### src/common/lrsc_defines.svh
/*
 * LR/SC adapter configuration macros
 * Bus widths and the closed address window that supports exclusive access
 */

`ifndef LRSC_DEFINES_SVH
`define LRSC_DEFINES_SVH

// AXI widths
`define LRSC_ADDR_W 32
`define LRSC_DATA_W 32
`define LRSC_ID_W   4

// Exclusive window, both bounds inclusive
// LRSC_EXCL_END must be strictly greater than LRSC_EXCL_BEGIN
`define LRSC_EXCL_BEGIN 32'h0000_1000
`define LRSC_EXCL_END   32'h0000_1FFF

// Strobe width follows the data width
`define LRSC_STRB_W (`LRSC_DATA_W / 8)

`endif

### src/common/lrsc_pkg.sv
/*
 * LR/SC adapter package
 * Bus field types, AXI response codes and the channel controller states
 */

`include "lrsc_defines.svh"

package lrsc_pkg;

    typedef logic [`LRSC_ADDR_W-1:0] addr_t;
    typedef logic [`LRSC_ID_W-1:0]   id_t;
    typedef logic [`LRSC_DATA_W-1:0] data_t;
    typedef logic [7:0]              len_t;

    typedef enum logic [1:0] {
        OKAY   = 2'b00,
        EXOKAY = 2'b01,
        SLVERR = 2'b10,
        DECERR = 2'b11
    } resp_t;

    typedef enum logic [1:0] {R_IDLE, R_WAIT_AR, R_WAIT_R} r_state_t;

    typedef enum logic [2:0] {
        AW_IDLE, W_FORWARD, W_BYPASS, W_DROP, B_FORWARD, B_INJECT
    } w_state_t;

    // True when the address lies in the exclusive window
    function automatic logic in_excl_window(addr_t addr);
        return (addr >= addr_t'(`LRSC_EXCL_BEGIN)) && (addr <= addr_t'(`LRSC_EXCL_END));
    endfunction

endpackage

### src/hdl/axi_lrsc_adapter.sv
/*
 * AXI4 LR/SC adapter top level
 * Adds exclusive access in one address window in front of a plain memory slave
 */

`timescale 1ns/1ps

`include "lrsc_defines.svh"

module axi_lrsc_adapter (
    input  logic                    clk_i,
    input  logic                    rst_ni,
    // Upstream master
    input  logic                    slv_ar_valid_i,
    output logic                    slv_ar_ready_o,
    input  lrsc_pkg::addr_t         slv_ar_addr_i,
    input  lrsc_pkg::id_t           slv_ar_id_i,
    input  lrsc_pkg::len_t          slv_ar_len_i,
    input  logic                    slv_ar_lock_i,
    output logic                    slv_r_valid_o,
    input  logic                    slv_r_ready_i,
    output lrsc_pkg::data_t         slv_r_data_o,
    output lrsc_pkg::resp_t         slv_r_resp_o,
    output logic                    slv_r_last_o,
    output lrsc_pkg::id_t           slv_r_id_o,
    input  logic                    slv_aw_valid_i,
    output logic                    slv_aw_ready_o,
    input  lrsc_pkg::addr_t         slv_aw_addr_i,
    input  lrsc_pkg::id_t           slv_aw_id_i,
    input  lrsc_pkg::len_t          slv_aw_len_i,
    input  logic                    slv_aw_lock_i,
    input  logic                    slv_w_valid_i,
    output logic                    slv_w_ready_o,
    input  lrsc_pkg::data_t         slv_w_data_i,
    input  logic [`LRSC_STRB_W-1:0] slv_w_strb_i,
    input  logic                    slv_w_last_i,
    output logic                    slv_b_valid_o,
    input  logic                    slv_b_ready_i,
    output lrsc_pkg::resp_t         slv_b_resp_o,
    output lrsc_pkg::id_t           slv_b_id_o,
    // Downstream memory, no lock signals
    output logic                    mst_ar_valid_o,
    input  logic                    mst_ar_ready_i,
    output lrsc_pkg::addr_t         mst_ar_addr_o,
    output lrsc_pkg::id_t           mst_ar_id_o,
    output lrsc_pkg::len_t          mst_ar_len_o,
    input  logic                    mst_r_valid_i,
    output logic                    mst_r_ready_o,
    input  lrsc_pkg::data_t         mst_r_data_i,
    input  lrsc_pkg::resp_t         mst_r_resp_i,
    input  logic                    mst_r_last_i,
    input  lrsc_pkg::id_t           mst_r_id_i,
    output logic                    mst_aw_valid_o,
    input  logic                    mst_aw_ready_i,
    output lrsc_pkg::addr_t         mst_aw_addr_o,
    output lrsc_pkg::id_t           mst_aw_id_o,
    output lrsc_pkg::len_t          mst_aw_len_o,
    output logic                    mst_w_valid_o,
    input  logic                    mst_w_ready_i,
    output lrsc_pkg::data_t         mst_w_data_o,
    output logic [`LRSC_STRB_W-1:0] mst_w_strb_o,
    output logic                    mst_w_last_o,
    input  logic                    mst_b_valid_i,
    output logic                    mst_b_ready_o,
    input  lrsc_pkg::resp_t         mst_b_resp_i,
    input  lrsc_pkg::id_t           mst_b_id_i
);

    import lrsc_pkg::*;

    logic  set_en;
    addr_t set_addr;
    id_t   set_id;
    addr_t check_addr;
    id_t   check_id;
    logic  check_hit;
    logic  clr_en;
    addr_t clr_addr;

    // Payload fields need no adaptation
    assign mst_ar_addr_o = slv_ar_addr_i;
    assign mst_ar_id_o   = slv_ar_id_i;
    assign mst_ar_len_o  = slv_ar_len_i;
    assign slv_r_data_o  = mst_r_data_i;
    assign slv_r_last_o  = mst_r_last_i;
    assign slv_r_id_o    = mst_r_id_i;
    assign mst_aw_addr_o = slv_aw_addr_i;
    assign mst_aw_id_o   = slv_aw_id_i;
    assign mst_aw_len_o  = slv_aw_len_i;
    assign mst_w_data_o  = slv_w_data_i;
    assign mst_w_strb_o  = slv_w_strb_i;
    assign mst_w_last_o  = slv_w_last_i;

    lrsc_read_ctrl i_read_ctrl (
        .clk_i          (clk_i),
        .rst_ni         (rst_ni),
        .slv_ar_valid_i (slv_ar_valid_i),
        .slv_ar_ready_o (slv_ar_ready_o),
        .slv_ar_addr_i  (slv_ar_addr_i),
        .slv_ar_id_i    (slv_ar_id_i),
        .slv_ar_len_i   (slv_ar_len_i),
        .slv_ar_lock_i  (slv_ar_lock_i),
        .slv_r_valid_o  (slv_r_valid_o),
        .slv_r_ready_i  (slv_r_ready_i),
        .slv_r_resp_o   (slv_r_resp_o),
        .mst_ar_valid_o (mst_ar_valid_o),
        .mst_ar_ready_i (mst_ar_ready_i),
        .mst_r_valid_i  (mst_r_valid_i),
        .mst_r_ready_o  (mst_r_ready_o),
        .mst_r_resp_i   (mst_r_resp_i),
        .mst_r_last_i   (mst_r_last_i),
        .set_en_o       (set_en),
        .set_addr_o     (set_addr),
        .set_id_o       (set_id)
    );

    lrsc_write_ctrl i_write_ctrl (
        .clk_i          (clk_i),
        .rst_ni         (rst_ni),
        .slv_aw_valid_i (slv_aw_valid_i),
        .slv_aw_ready_o (slv_aw_ready_o),
        .slv_aw_addr_i  (slv_aw_addr_i),
        .slv_aw_id_i    (slv_aw_id_i),
        .slv_aw_len_i   (slv_aw_len_i),
        .slv_aw_lock_i  (slv_aw_lock_i),
        .slv_w_valid_i  (slv_w_valid_i),
        .slv_w_ready_o  (slv_w_ready_o),
        .slv_w_last_i   (slv_w_last_i),
        .slv_b_valid_o  (slv_b_valid_o),
        .slv_b_ready_i  (slv_b_ready_i),
        .slv_b_resp_o   (slv_b_resp_o),
        .slv_b_id_o     (slv_b_id_o),
        .mst_aw_valid_o (mst_aw_valid_o),
        .mst_aw_ready_i (mst_aw_ready_i),
        .mst_w_valid_o  (mst_w_valid_o),
        .mst_w_ready_i  (mst_w_ready_i),
        .mst_b_valid_i  (mst_b_valid_i),
        .mst_b_ready_o  (mst_b_ready_o),
        .mst_b_resp_i   (mst_b_resp_i),
        .mst_b_id_i     (mst_b_id_i),
        .check_addr_o   (check_addr),
        .check_id_o     (check_id),
        .check_hit_i    (check_hit),
        .clr_en_o       (clr_en),
        .clr_addr_o     (clr_addr)
    );

    lrsc_res_table i_res_table (
        .clk_i        (clk_i),
        .rst_ni       (rst_ni),
        .set_en_i     (set_en),
        .set_addr_i   (set_addr),
        .set_id_i     (set_id),
        .check_addr_i (check_addr),
        .check_id_i   (check_id),
        .clr_en_i     (clr_en),
        .clr_addr_i   (clr_addr),
        .check_hit_o  (check_hit)
    );

endmodule

### src/lrsc/lrsc_read_ctrl.sv
/*
 * Read channel controller
 * Forwards AR, sets reservations for exclusive reads, rewrites R responses
 */

`timescale 1ns/1ps

module lrsc_read_ctrl (
    input  logic            clk_i,
    input  logic            rst_ni,
    // Upstream AR and R
    input  logic            slv_ar_valid_i,
    output logic            slv_ar_ready_o,
    input  lrsc_pkg::addr_t slv_ar_addr_i,
    input  lrsc_pkg::id_t   slv_ar_id_i,
    input  lrsc_pkg::len_t  slv_ar_len_i,
    input  logic            slv_ar_lock_i,
    output logic            slv_r_valid_o,
    input  logic            slv_r_ready_i,
    output lrsc_pkg::resp_t slv_r_resp_o,
    // Downstream AR and R
    output logic            mst_ar_valid_o,
    input  logic            mst_ar_ready_i,
    input  logic            mst_r_valid_i,
    output logic            mst_r_ready_o,
    input  lrsc_pkg::resp_t mst_r_resp_i,
    input  logic            mst_r_last_i,
    // Reservation set strobe
    output logic            set_en_o,
    output lrsc_pkg::addr_t set_addr_o,
    output lrsc_pkg::id_t   set_id_o
);

    import lrsc_pkg::*;

    r_state_t state_d, state_q;
    logic     excl_d, excl_q;
    logic     ar_excl;

    // Locked single-beat read inside the window
    assign ar_excl = slv_ar_lock_i && (slv_ar_len_i == len_t'(0)) && in_excl_window(slv_ar_addr_i);

    assign set_addr_o = slv_ar_addr_i;
    assign set_id_o   = slv_ar_id_i;

    always_comb begin
        state_d        = state_q;
        excl_d         = excl_q;
        slv_ar_ready_o = 1'b0;
        mst_ar_valid_o = 1'b0;
        slv_r_valid_o  = 1'b0;
        mst_r_ready_o  = 1'b0;
        slv_r_resp_o   = OKAY;
        set_en_o       = 1'b0;

        case (state_q)
            R_IDLE: begin
                if (slv_ar_valid_i) begin
                    set_en_o       = ar_excl;
                    excl_d         = ar_excl;
                    mst_ar_valid_o = 1'b1;
                    slv_ar_ready_o = mst_ar_ready_i;
                    state_d        = mst_ar_ready_i ? R_WAIT_R : R_WAIT_AR;
                end
            end

            R_WAIT_AR: begin
                mst_ar_valid_o = slv_ar_valid_i;
                slv_ar_ready_o = mst_ar_ready_i;
                if (slv_ar_valid_i && mst_ar_ready_i) begin
                    state_d = R_WAIT_R;
                end
            end

            R_WAIT_R: begin
                slv_r_valid_o = mst_r_valid_i;
                mst_r_ready_o = slv_r_ready_i;
                // Success codes follow the exclusive flag, errors pass as they are
                if (!mst_r_resp_i[1]) begin
                    slv_r_resp_o = excl_q ? EXOKAY : OKAY;
                end else begin
                    slv_r_resp_o = mst_r_resp_i;
                end
                if (mst_r_valid_i && slv_r_ready_i && mst_r_last_i) begin
                    excl_d  = 1'b0;
                    state_d = R_IDLE;
                end
            end

            default: begin
                state_d = R_IDLE;
            end
        endcase
    end

    always_ff @(posedge clk_i or negedge rst_ni) begin
        if (!rst_ni) begin
            state_q <= R_IDLE;
            excl_q  <= 1'b0;
        end else begin
            state_q <= state_d;
            excl_q  <= excl_d;
        end
    end

endmodule

### src/lrsc/lrsc_res_table.sv
/*
 * Reservation table
 * One address reservation per transaction ID with set, clear and check
 */

`timescale 1ns/1ps

module lrsc_res_table (
    input  logic            clk_i,
    input  logic            rst_ni,
    input  logic            set_en_i,
    input  lrsc_pkg::addr_t set_addr_i,
    input  lrsc_pkg::id_t   set_id_i,
    input  lrsc_pkg::addr_t check_addr_i,
    input  lrsc_pkg::id_t   check_id_i,
    input  logic            clr_en_i,
    input  lrsc_pkg::addr_t clr_addr_i,
    output logic            check_hit_o
);

    import lrsc_pkg::*;

    localparam int unsigned NUM_ENTRIES = 2 ** $bits(id_t);

    logic [NUM_ENTRIES-1:0] valid_q;
    addr_t                  addr_q [NUM_ENTRIES];

    // A set on the same entry wins over a clear in the same cycle
    always_ff @(posedge clk_i or negedge rst_ni) begin
        if (!rst_ni) begin
            valid_q <= '0;
        end else begin
            for (int unsigned i = 0; i < NUM_ENTRIES; i++) begin
                if (set_en_i && (set_id_i == id_t'(i))) begin
                    valid_q[i] <= 1'b1;
                end else if (clr_en_i && (addr_q[i] == clr_addr_i)) begin
                    valid_q[i] <= 1'b0;
                end
            end
        end
    end

    always_ff @(posedge clk_i) begin
        if (set_en_i) begin
            addr_q[set_id_i] <= set_addr_i;
        end
    end

    // Check looks at the registered contents only
    assign check_hit_o = valid_q[check_id_i] && (addr_q[check_id_i] == check_addr_i);

endmodule

### src/lrsc/lrsc_write_ctrl.sv
/*
 * Write channel controller
 * Checks reservations for exclusive writes, forwards or drops the data,
 * clears reservations on forwarded writes and returns the B response
 */

`timescale 1ns/1ps

module lrsc_write_ctrl (
    input  logic            clk_i,
    input  logic            rst_ni,
    // Upstream AW, W and B
    input  logic            slv_aw_valid_i,
    output logic            slv_aw_ready_o,
    input  lrsc_pkg::addr_t slv_aw_addr_i,
    input  lrsc_pkg::id_t   slv_aw_id_i,
    input  lrsc_pkg::len_t  slv_aw_len_i,
    input  logic            slv_aw_lock_i,
    input  logic            slv_w_valid_i,
    output logic            slv_w_ready_o,
    input  logic            slv_w_last_i,
    output logic            slv_b_valid_o,
    input  logic            slv_b_ready_i,
    output lrsc_pkg::resp_t slv_b_resp_o,
    output lrsc_pkg::id_t   slv_b_id_o,
    // Downstream AW, W and B
    output logic            mst_aw_valid_o,
    input  logic            mst_aw_ready_i,
    output logic            mst_w_valid_o,
    input  logic            mst_w_ready_i,
    input  logic            mst_b_valid_i,
    output logic            mst_b_ready_o,
    input  lrsc_pkg::resp_t mst_b_resp_i,
    input  lrsc_pkg::id_t   mst_b_id_i,
    // Reservation check and clear
    output lrsc_pkg::addr_t check_addr_o,
    output lrsc_pkg::id_t   check_id_o,
    input  logic            check_hit_i,
    output logic            clr_en_o,
    output lrsc_pkg::addr_t clr_addr_o
);

    import lrsc_pkg::*;

    w_state_t state_d, state_q;
    logic     excl_d, excl_q;
    addr_t    addr_q;
    id_t      id_q;
    logic     aw_in_window;
    logic     aw_excl;

    assign aw_in_window = in_excl_window(slv_aw_addr_i);
    assign aw_excl      = slv_aw_lock_i && (slv_aw_len_i == len_t'(0));

    // The table is only consulted while idle, so the AW fields go straight in
    assign check_addr_o = slv_aw_addr_i;
    assign check_id_o   = slv_aw_id_i;
    assign clr_addr_o   = addr_q;

    always_comb begin
        state_d        = state_q;
        excl_d         = excl_q;
        slv_aw_ready_o = 1'b0;
        mst_aw_valid_o = 1'b0;
        slv_w_ready_o  = 1'b0;
        mst_w_valid_o  = 1'b0;
        slv_b_valid_o  = 1'b0;
        mst_b_ready_o  = 1'b0;
        slv_b_resp_o   = OKAY;
        slv_b_id_o     = '0;
        clr_en_o       = 1'b0;

        case (state_q)
            AW_IDLE: begin
                if (slv_aw_valid_i) begin
                    if (!aw_in_window) begin
                        mst_aw_valid_o = 1'b1;
                        slv_aw_ready_o = mst_aw_ready_i;
                        if (mst_aw_ready_i) begin
                            state_d = W_BYPASS;
                        end
                    end else if (aw_excl && !check_hit_i) begin
                        // Failed store conditional, never seen downstream
                        slv_aw_ready_o = 1'b1;
                        state_d        = W_DROP;
                    end else begin
                        mst_aw_valid_o = 1'b1;
                        slv_aw_ready_o = mst_aw_ready_i;
                        if (mst_aw_ready_i) begin
                            excl_d  = aw_excl;
                            state_d = W_FORWARD;
                        end
                    end
                end
            end

            W_FORWARD: begin
                mst_w_valid_o = slv_w_valid_i;
                slv_w_ready_o = mst_w_ready_i;
                if (slv_w_valid_i && mst_w_ready_i && slv_w_last_i) begin
                    clr_en_o = 1'b1;
                    state_d  = B_FORWARD;
                end
            end

            W_BYPASS: begin
                mst_w_valid_o = slv_w_valid_i;
                slv_w_ready_o = mst_w_ready_i;
                if (slv_w_valid_i && mst_w_ready_i && slv_w_last_i) begin
                    state_d = B_FORWARD;
                end
            end

            W_DROP: begin
                slv_w_ready_o = 1'b1;
                if (slv_w_valid_i && slv_w_last_i) begin
                    state_d = B_INJECT;
                end
            end

            B_FORWARD: begin
                slv_b_valid_o = mst_b_valid_i;
                mst_b_ready_o = slv_b_ready_i;
                slv_b_id_o    = mst_b_id_i;
                if (!mst_b_resp_i[1]) begin
                    slv_b_resp_o = excl_q ? EXOKAY : OKAY;
                end else begin
                    slv_b_resp_o = mst_b_resp_i;
                end
                if (mst_b_valid_i && slv_b_ready_i) begin
                    excl_d  = 1'b0;
                    state_d = AW_IDLE;
                end
            end

            B_INJECT: begin
                slv_b_valid_o = 1'b1;
                slv_b_id_o    = id_q;
                if (slv_b_ready_i) begin
                    state_d = AW_IDLE;
                end
            end

            default: begin
                state_d = AW_IDLE;
            end
        endcase
    end

    always_ff @(posedge clk_i or negedge rst_ni) begin
        if (!rst_ni) begin
            state_q <= AW_IDLE;
            excl_q  <= 1'b0;
        end else begin
            state_q <= state_d;
            excl_q  <= excl_d;
        end
    end

    // AW fields kept for the clear and the injected response
    always_ff @(posedge clk_i) begin
        if (slv_aw_valid_i && slv_aw_ready_o) begin
            addr_q <= slv_aw_addr_i;
            id_q   <= slv_aw_id_i;
        end
    end

endmodule
### config.mk
export PLATFORM = sky130hd
export DESIGN_NAME = axi_lrsc_adapter
export DESIGN_NICKNAME = d
export VERILOG_FILES = /design/src/common/lrsc_pkg.sv /design/src/hdl/axi_lrsc_adapter.sv /design/src/lrsc/lrsc_read_ctrl.sv /design/src/lrsc/lrsc_res_table.sv /design/src/lrsc/lrsc_write_ctrl.sv
export VERILOG_INCLUDE_DIRS = /design/src /design/src/common
export SDC_FILE = /design/constraint.sdc
export NUM_CORES = 1
export LEC_CHECK = 0
export BUFFER_PORTS_ARGS = -buffer_cell sky130_fd_sc_hd__buf_2
export CAP_MARGIN = 25
export CORE_ASPECT_RATIO = 0.8
export CORE_MARGIN = 3
export CORE_UTILIZATION = 53
export DETAILED_ROUTE_END_ITERATION = 8
export PLACE_DENSITY_LB_ADDON = 0.3
export SYNTH_ARGS = -nofsm -noshare
export SYNTH_HDL_FRONTEND = slang
export SYNTH_HIERARCHICAL = 1
export SYNTH_SLANG_ARGS = --single-unit
### constraint.sdc
create_clock -name clk_i -period 4.6 [get_ports clk_i]
set_clock_uncertainty 0.1 [all_clocks]
set_input_delay 0.69 -clock clk_i [delete_from_list [all_inputs] [get_ports clk_i]]
set_output_delay 0.69 -clock clk_i [all_outputs]
set_load 0.05 [all_outputs]
==> flow_summary_export.csv, run 1 <==
group,metric,value,unit
run_status,status,"complete, but fails checks",
run_status,failed_checks,"setup timing",
finish,layout_common_cells,"edfxtp_1 (548), xnor2_1 (403), buf_2 (213), buf_4 (191), xor2_1 (133)",
synthesis,ys_seq_area_frac,0.557,
power,p_leak,0.0118,µW
route,route.detailed.drc,0,
synthesis,ys_types,76,
cts,cts_max_level,2,
synthesis,ys_ff_latch,571,
sta,setup_viol,38,
floorplanning,rows,78,
critical_path,critical_path.max_stage_delay,0.39,ns
synthesis,synthCells,2140,
critical_path,crit_path_top_delay_cell,"nor4_4",
route,ant_nets,0,
sta,max-slew-margin-rel,0.233,
placed_design,hpwl,106,mm
synthesis,synth_flop_cell,"edfxtp_1",
sta,post-route-period-util,1.06,
sta,worst_slew_pin_slew,1.14,ns
grt,grt_start_max_net_pins,34,
route,post_drt_wl_per_cell,44.8,µm
floorplanning,num_io_pins,364,
synthesis,netlist_area,0.0306,mm²
grt,grt-ovfl-total,0,
floorplanning,die-area,0.0607,mm²
critical_path,r2r_setup_slack,-0.13,ns
sta,setup-tns-final,-5.49,ns
floorplanning,die_w,275,µm
finish,layout_commonest_cell,"edfxtp_1",
cts,postCtsHoldBufs,0,
critical_path,path_cells,"buf_8 > buf_16 > and2_1 > buf_6 > a22oi_1 > o221ai_1 > xnor2_1 > nor4_2 > buf_4 > nand4_1 > nor4_4 > buf_4 > inv_2 > and3_4 > a21oi_4 > nor2_2 > buf_6",
power,p_per_area,383,mW/mm²
grt,grtUsageTotal,0.453,
cts,cts_tree,"done",
synthesis,synth_edf_count,548,
route,firstDrtPassIters,6,
route,vias,21800,
synthesis,synthDominantCellAreaShare,0.538,
sta,rsz0062_at_grt,"true",
critical_path,cp_max_fo,16,
critical_path,crit_path_start_kind,"input pin",
sta,max_freq,205,MHz
synthesis,syn_nets,2324,
critical_path,cp.arrival,4.09,ns
route,wl,139,mm
finish,fin_util,0.608,
cts,cts.clk_slew.worst_paths,0.07,ns
critical_path,required,3.81,ns
placed_design,place_congestion,1.14,
floorplanning,fp.dieH,221,µm
job,max_cap_viol_count,0,
synthesis,syn_avg_cell_area,14.3,µm²
grt,grt_pass1_vias,20300,
synthesis,synth_area_leader_cell,"edfxtp_1",
sta,finalWorstSetupSlack,-0.283,ns
cts,cts.sinks,571,
placed_design,portBuffers,219,
synthesis,yosys-top-cells-area,"edfxtp_1 (54%), xnor2_1 (12%), mux4_2 (7.7%)",
cts,numCtsBuffers,57,
min_path,hold_path.class,"in2async",
power,peakVddDrop,0.000381,V
sta,period_needed,4.88,ns
grt,grt_pass1_wl,182,mm
cts,insertion_delay,0.66,ns
synthesis,yosys_warnings,6,
critical_path,end_kind,"primary output",
sta,report.final.slew_viol_count,0,
cts,root_buffer,"clkbuf_16",
critical_path,crit_type,"in2out",
critical_path,critical_path_buf_inv_count,7,
route,via_per_inst,7.02,
critical_path,cpLargestDelayFamily,"buffers and inverters",
grt,grt_antenna_before_repair,20,
route,drt_iter0_drc,4288,
cts,clock_path_buffers,3,
floorplanning,coreArea,0.0569,mm²
synthesis,async_reset_ff_frac,0.0403,
finish,layout-drive-gt1-share,0.297,
sta,hold_violations,0,
floorplanning,initial_utilization,0.538,
finish,syn2layout_area_growth,13.0,%
finish,nNetsFinal,2479,
[routing by layer]
layer	vias up	track usage	part of all wire
met2	2211	0.622	0.40
met1	11000	0.611	0.36
met4	24	0.221	0.065
met3	409	0.203	0.17
met5	-	0	0.00099
li1	8132	-	-
[power breakdown]
part           internal, µW  switching (µW)  total, µW  leakage (µW)
combinational           787            1630       2420       0.00558
sequential             5750             150       5900       0.00525
clock                  2770            2150       4920      0.000929
total                  9310            3930      13200        0.0118
[synthesized netlist by cell type (all sizes together), types with 2 or more instances]
| cell type | count |
|---|---|
| edfxtp | 548 |
| xnor2 | 403 |
| buf | 281 |
| xor2 | 133 |
| mux4 | 115 |
| nand4 | 102 |
| mux2i | 84 |
| clkbuf | 69 |
| nor4 | 58 |
| nor2 | 38 |
| nand2 | 28 |
| o21ai | 28 |
| dfrtp | 23 |
| nand3 | 21 |
| nor3 | 19 |
| inv | 18 |
| nand2b | 17 |
| a22oi | 15 |
| o41ai | 14 |
| a21oi | 13 |
| o221ai | 10 |
| and3 | 9 |
| nor2b | 9 |
| a21o | 6 |
| a221oi | 6 |
| and2 | 6 |
| mux2 | 6 |
| o22ai | 6 |
| o2111ai | 5 |
| o22a | 5 |
| nor3b | 4 |
| o2bb2ai | 4 |
| a211oi | 3 |
| nor4b | 3 |
| a2111oi | 2 |
| a221o | 2 |
| a22o | 2 |
| a311oi | 2 |
| a31oi | 2 |
| a32oi | 2 |
| clkinv | 2 |
| o211ai | 2 |
| o31ai | 2 |
| or2 | 2 |
[state kept, by name, summed over array words and instances, names as in the netlist]
| signal | flops |
|---|---|
| i_read_ctrl/excl_q | 1 |
| i_write_ctrl/excl_q | 1 |
| i_res_table/valid_q | 16 |
| i_write_ctrl/state_q | 3 |
| i_res_table/addr_q | 512 |
| i_read_ctrl/state_q | 2 |
| i_write_ctrl/id_q | 4 |
| i_write_ctrl/clr_addr_o | 32 |
[logic make-up after synthesis]
kind of cell / after synthesis / share of synthesized area
flip-flops: 571 / 0.557
XOR/XNOR: 536 / 0.153
buffers and inverters: 370 / 0.0799
AND/OR/NAND/NOR: 320 / 0.0612
multiplexers: 205 / 0.116
AO/OA/AOI/OAI: 138 / 0.0335
[per-stage QoR]
stage               area [µm²]  hold slack (ns)  cells  setup WS [ns]  power, µW
floorplan                30600            0.294   2140          0.188       7460
global placement         32200            0.373   2968         -0.596       8220
detailed placement       32200            0.372   2968         -0.592       8220
CTS                      34300           0.0495   3082         -0.281      13000
global route             34600           0.0901   3103         -0.256      13400
finish                   34600           0.0726   3108         -0.283      13200
[cell type report]
type	count	area, µm²
fill	4337	22300
sequential	571	17000
multi-input combinational	1199	11300
timing repair buffer	446	3260
clock buffer	71	1490
tap	760	951
clock inverter	34	423
inverter	20	75.1
antenna	7	17.5
[final timing paths]
path / from / endpoint / depth (start not counted)
setup / recovery: slv_aw_id_i[0] / slv_aw_ready_o / 17
hold / removal: rst_ni / i_res_table/valid_q[9] / 1
setup reg to reg: i_res_table/addr_q[15][13] / i_write_ctrl/clr_addr_o[11] / 21
hold reg to reg: i_res_table/valid_q[9] / i_res_table/valid_q[9] / 1
max in group asynchronous: rst_ni / i_res_table/valid_q[10] / 1
min in group clk_i: slv_aw_addr_i[3] / i_write_ctrl/clr_addr_o[3] / 1
[what timing repair did]
action | in CTS | in global routing
cloned | 0 | 4
gates resized for setup | 24 | 18
setup buffers | 9 | 16
pin swaps | 9 | 4
endpoints found under the setup margin | 2 | 38
No activity file was read; power rests on OpenSTA's default activity.
==> run 2, diff against run 1 <==
--- a/config.mk
+++ b/config.mk
@@ -15,5 +15,4 @@
 export PLACE_DENSITY_LB_ADDON = 0.3
 export SYNTH_ARGS = -nofsm -noshare
 export SYNTH_HDL_FRONTEND = slang
-export SYNTH_HIERARCHICAL = 1
 export SYNTH_SLANG_ARGS = --single-unit
==> flow_summary_export.csv, run 2 <==
group,metric,value,unit
sta,whs,0.0751,ns
critical_path,cp_num_cells,12,
sta,period_needed,4.56,ns
cts,cts_tree,"done",
synthesis,yosys_warnings,0,
run_status,status,"finished clean",
grt,grt_pass1_vias,19000,
sta,worst_slew_pin_slew,1.10,ns
finish,largest_reg_flops,512,
synthesis,syn_nets,2223,
floorplanning,fp.dieH,219,µm
critical_path,crit_path_start_kind,"register",
sta,finalWorstSetupSlack,0.0354,ns
placed_design,portBuffers,219,
synthesis,yosys-top-cells-area,"edfxtp_1 (55%), xnor2_1 (14%), mux4_2 (7.7%)",
critical_path,end_kind,"primary output",
critical_path,crit_path_top_delay_cell,"mux4_2",
finish,max_flop_register,"i_res_table.addr_q",
critical_path,path_cells,"mux4_2 > mux2i_4 > xnor2_2 > a211oi_2 > buf_4 > o21ai_1 > nor4_4 > buf_4 > nand4_2 > buf_6 > a21oi_1 > buf_4",
critical_path,rr_worst_depth,14,
finish,syn2layout_area_growth,13.7,%
grt,grt-ovfl-total,0,
finish,layout_common_cells,"edfxtp_1 (548), xnor2_1 (481), buf_2 (215), nand4_1 (132), buf_4 (124)",
route,firstDrtPassIters,7,
synthesis,synth_area_leader_cell,"edfxtp_1",
sta,report.final.slew_viol_count,0,
synthesis,ys_types,64,
route,post_drt_wl_per_cell,43.4,µm
floorplanning,rows,77,
route,drt_iter0_drc,3785,
finish,nNetsFinal,2389,
power,peakVddDrop,0.000348,V
sta,post-route-period-util,0.992,
grt,grtUsageTotal,0.436,
synthesis,syn_avg_cell_area,14.7,µm²
sta,hold_violations,0,
sta,max-slew-margin-rel,0.258,
grt,grt_start_max_net_pins,34,
critical_path,crit_top_cell,"buf_4",
synthesis,synth_edf_count,548,
synthesis,ys_ff_latch,571,
critical_path,cp.arrival,3.77,ns
route,ant_nets,0,
critical_path,required,3.81,ns
route,top_layer_used,"met5",
placed_design,dpl.cell_count,2892,
finish,fin_cells,3006,
route,route.met3.wl,20.9,mm
grt,grt_antenna_before_repair,13,
finish,layout-drive-gt1-share,0.275,
synthesis,synth_flop_cell,"edfxtp_1",
cts,insertion_delay,0.64,ns
power,power.total,13100,µW
finish,fillers,4221,
power,p_leak,0.0114,µW
critical_path,cpLargestDelayFamily,"buffers and inverters",
floorplanning,initial_utilization,0.538,
synthesis,async_reset_ff_frac,0.0403,
sta,max_freq,219,MHz
synthesis,ys_seq_area_frac,0.569,
placed_design,place_ws,-0.432,ns
critical_path,critical_path_buf_inv_count,4,
cts,cts.sinks,571,
synthesis,synthDominantCellAreaShare,0.550,
cts,cts.clk_slew.worst_paths,0.07,ns
cts,numCtsBuffers,56,
route,route.detailed.drc,0,
critical_path,crit_type,"reg2out",
cts,postCtsHoldBufs,0,
min_path,hold_path.class,"in2async",
critical_path,cp_max_fo,3,
route,wl,130,mm
placed_design,place_congestion,1.07,
job,max_cap_viol_count,0,
cts,cts_max_level,2,
synthesis,synthTopCellsByCount,"edfxtp_1 (548), xnor2_1 (483), buf_4 (176), nand4_1 (132), mux4_2 (102)",
finish,fin_util,0.612,
floorplanning,num_io_pins,364,
synthesis,synthCells,2039,
synthesis,netlist_area,0.0299,mm²
sta,setup_viol,0,
route,vias,20500,
cts,root_buffer,"clkbuf_16",
floorplanning,die-area,0.0594,mm²
critical_path,critical_path.max_stage_delay,0.53,ns
route,wl_met1,48.5,mm
power,p_per_area,386,mW/mm²
floorplanning,die_w,272,µm
route,dr_wl_met2,53.1,mm
cts,clock_path_buffers,3,
synthesis,synth_most_common_cell,"edfxtp_1",
finish,layout_commonest_cell,"edfxtp_1",
route,via_per_inst,6.81,
grt,grt_pass1_wl,172,mm
floorplanning,coreArea,0.0556,mm²
placed_design,hpwl,100,mm
## run 2: cell types whose count changed after synthesis, moves of 8 or more
cell	change
a21o_1	+10
buf_1	-8
buf_4	-69
inv_1	-15
mux2i_1	+9
nand2b_1	-11
nand3_1	-13
nand4_1	+30
nor4_1	-8
o21ai_0	-16
o221ai_1	-9
o41ai_1	-13
xnor2_1	+80
xor2_1	-50
## run 2: timing repair
action,in CTS,in global routing
gates resized for setup,9,8
pin swaps,2,3
setup buffers,2,1
cloned,0,1
endpoints found under the setup margin,2,2
## run 2: power by group
part / switching (µW) / leakage, µW / internal [µW]
Sequential: 200 / 0.00525 / 5750
Clock: 2150 / 0.000937 / 2850
Combinational: 1500 / 0.00520 / 696
Total: 3850 / 0.0114 / 9300
## run 2: cell type report
class                           instances  area (µm²)  area share
Sequential cell                       571       17000       0.500
Tap cell                              750         938      0.0276
Timing Repair Buffer                  385        2910      0.0855
Multi-Input combinational cell       1188       11200       0.329
Clock buffer                           67        1470      0.0433
Clock inverter                         39         467      0.0137
Inverter                                3        11.3    0.000331
Antenna cell                            3        7.51    0.000221
## run 2: worst paths after layout
check	to	slack, ns	from
setup / recovery	mst_aw_valid_o	0.04	i_res_table.addr_q[15][18]
hold / removal	i_res_table.valid_q[5]	0.08	rst_ni
setup reg to reg	i_write_ctrl.clr_addr_o[1]	0.94	i_res_table.addr_q[15][18]
hold reg to reg	i_res_table.valid_q[1]	0.37	i_res_table.valid_q[1]
max in group asynchronous	i_res_table.valid_q[14]	3.75	rst_ni
min in group clk_i	i_write_ctrl.clr_addr_o[7]	0.18	slv_aw_addr_i[7]
## run 2: worst register-to-register path, cell delays in order, from the launching register on
cell and delay, ns:
edfxtp_1 0.44, mux4_2 0.54, mux2i_4 0.20, xnor2_2 0.11, a211oi_2 0.29, buf_4 0.19
o21ai_1 0.11, nor4_4 0.43, buf_4 0.18, nand4_2 0.11, buf_6 0.16, nand4_2 0.09
buf_4 0.13, nand2_2 0.09, buf_12 0.18
## run 2: stage by stage
stage,area (µm²),TNS [ns]
after global placement,32000,-2.59
after CTS,34000,0
after global routing,34000,-0.0424
after floorplan,29900,0
final,34000,0
after detailed placement,32000,-4.16
## run 2: kinds of logic (layout without fill, tap and decap cells)
| logic type | Yosys count | in the layout | synth area share |
|---|---|---|---|
| compound gates | 97 | 97 | 0.0244 |
| xor+xnor | 566 | 566 | 0.166 |
| buf+inv | 280 | 494 | 0.0631 |
| flops | 571 | 571 | 0.569 |
| mux | 207 | 207 | 0.115 |
| other cells | 0 | 3 | 0 |
| simple gates | 318 | 318 | 0.0623 |
## run 2: layer usage
| layer | global-route usage | vias up |
|---|---|---|
| met5 | 0 | - |
| met4 | 0.207 | 10 |
| met3 | 0.164 | 303 |
| met2 | 0.600 | 1912 |
| met1 | 0.611 | 10400 |
| li1 | - | 7860 |
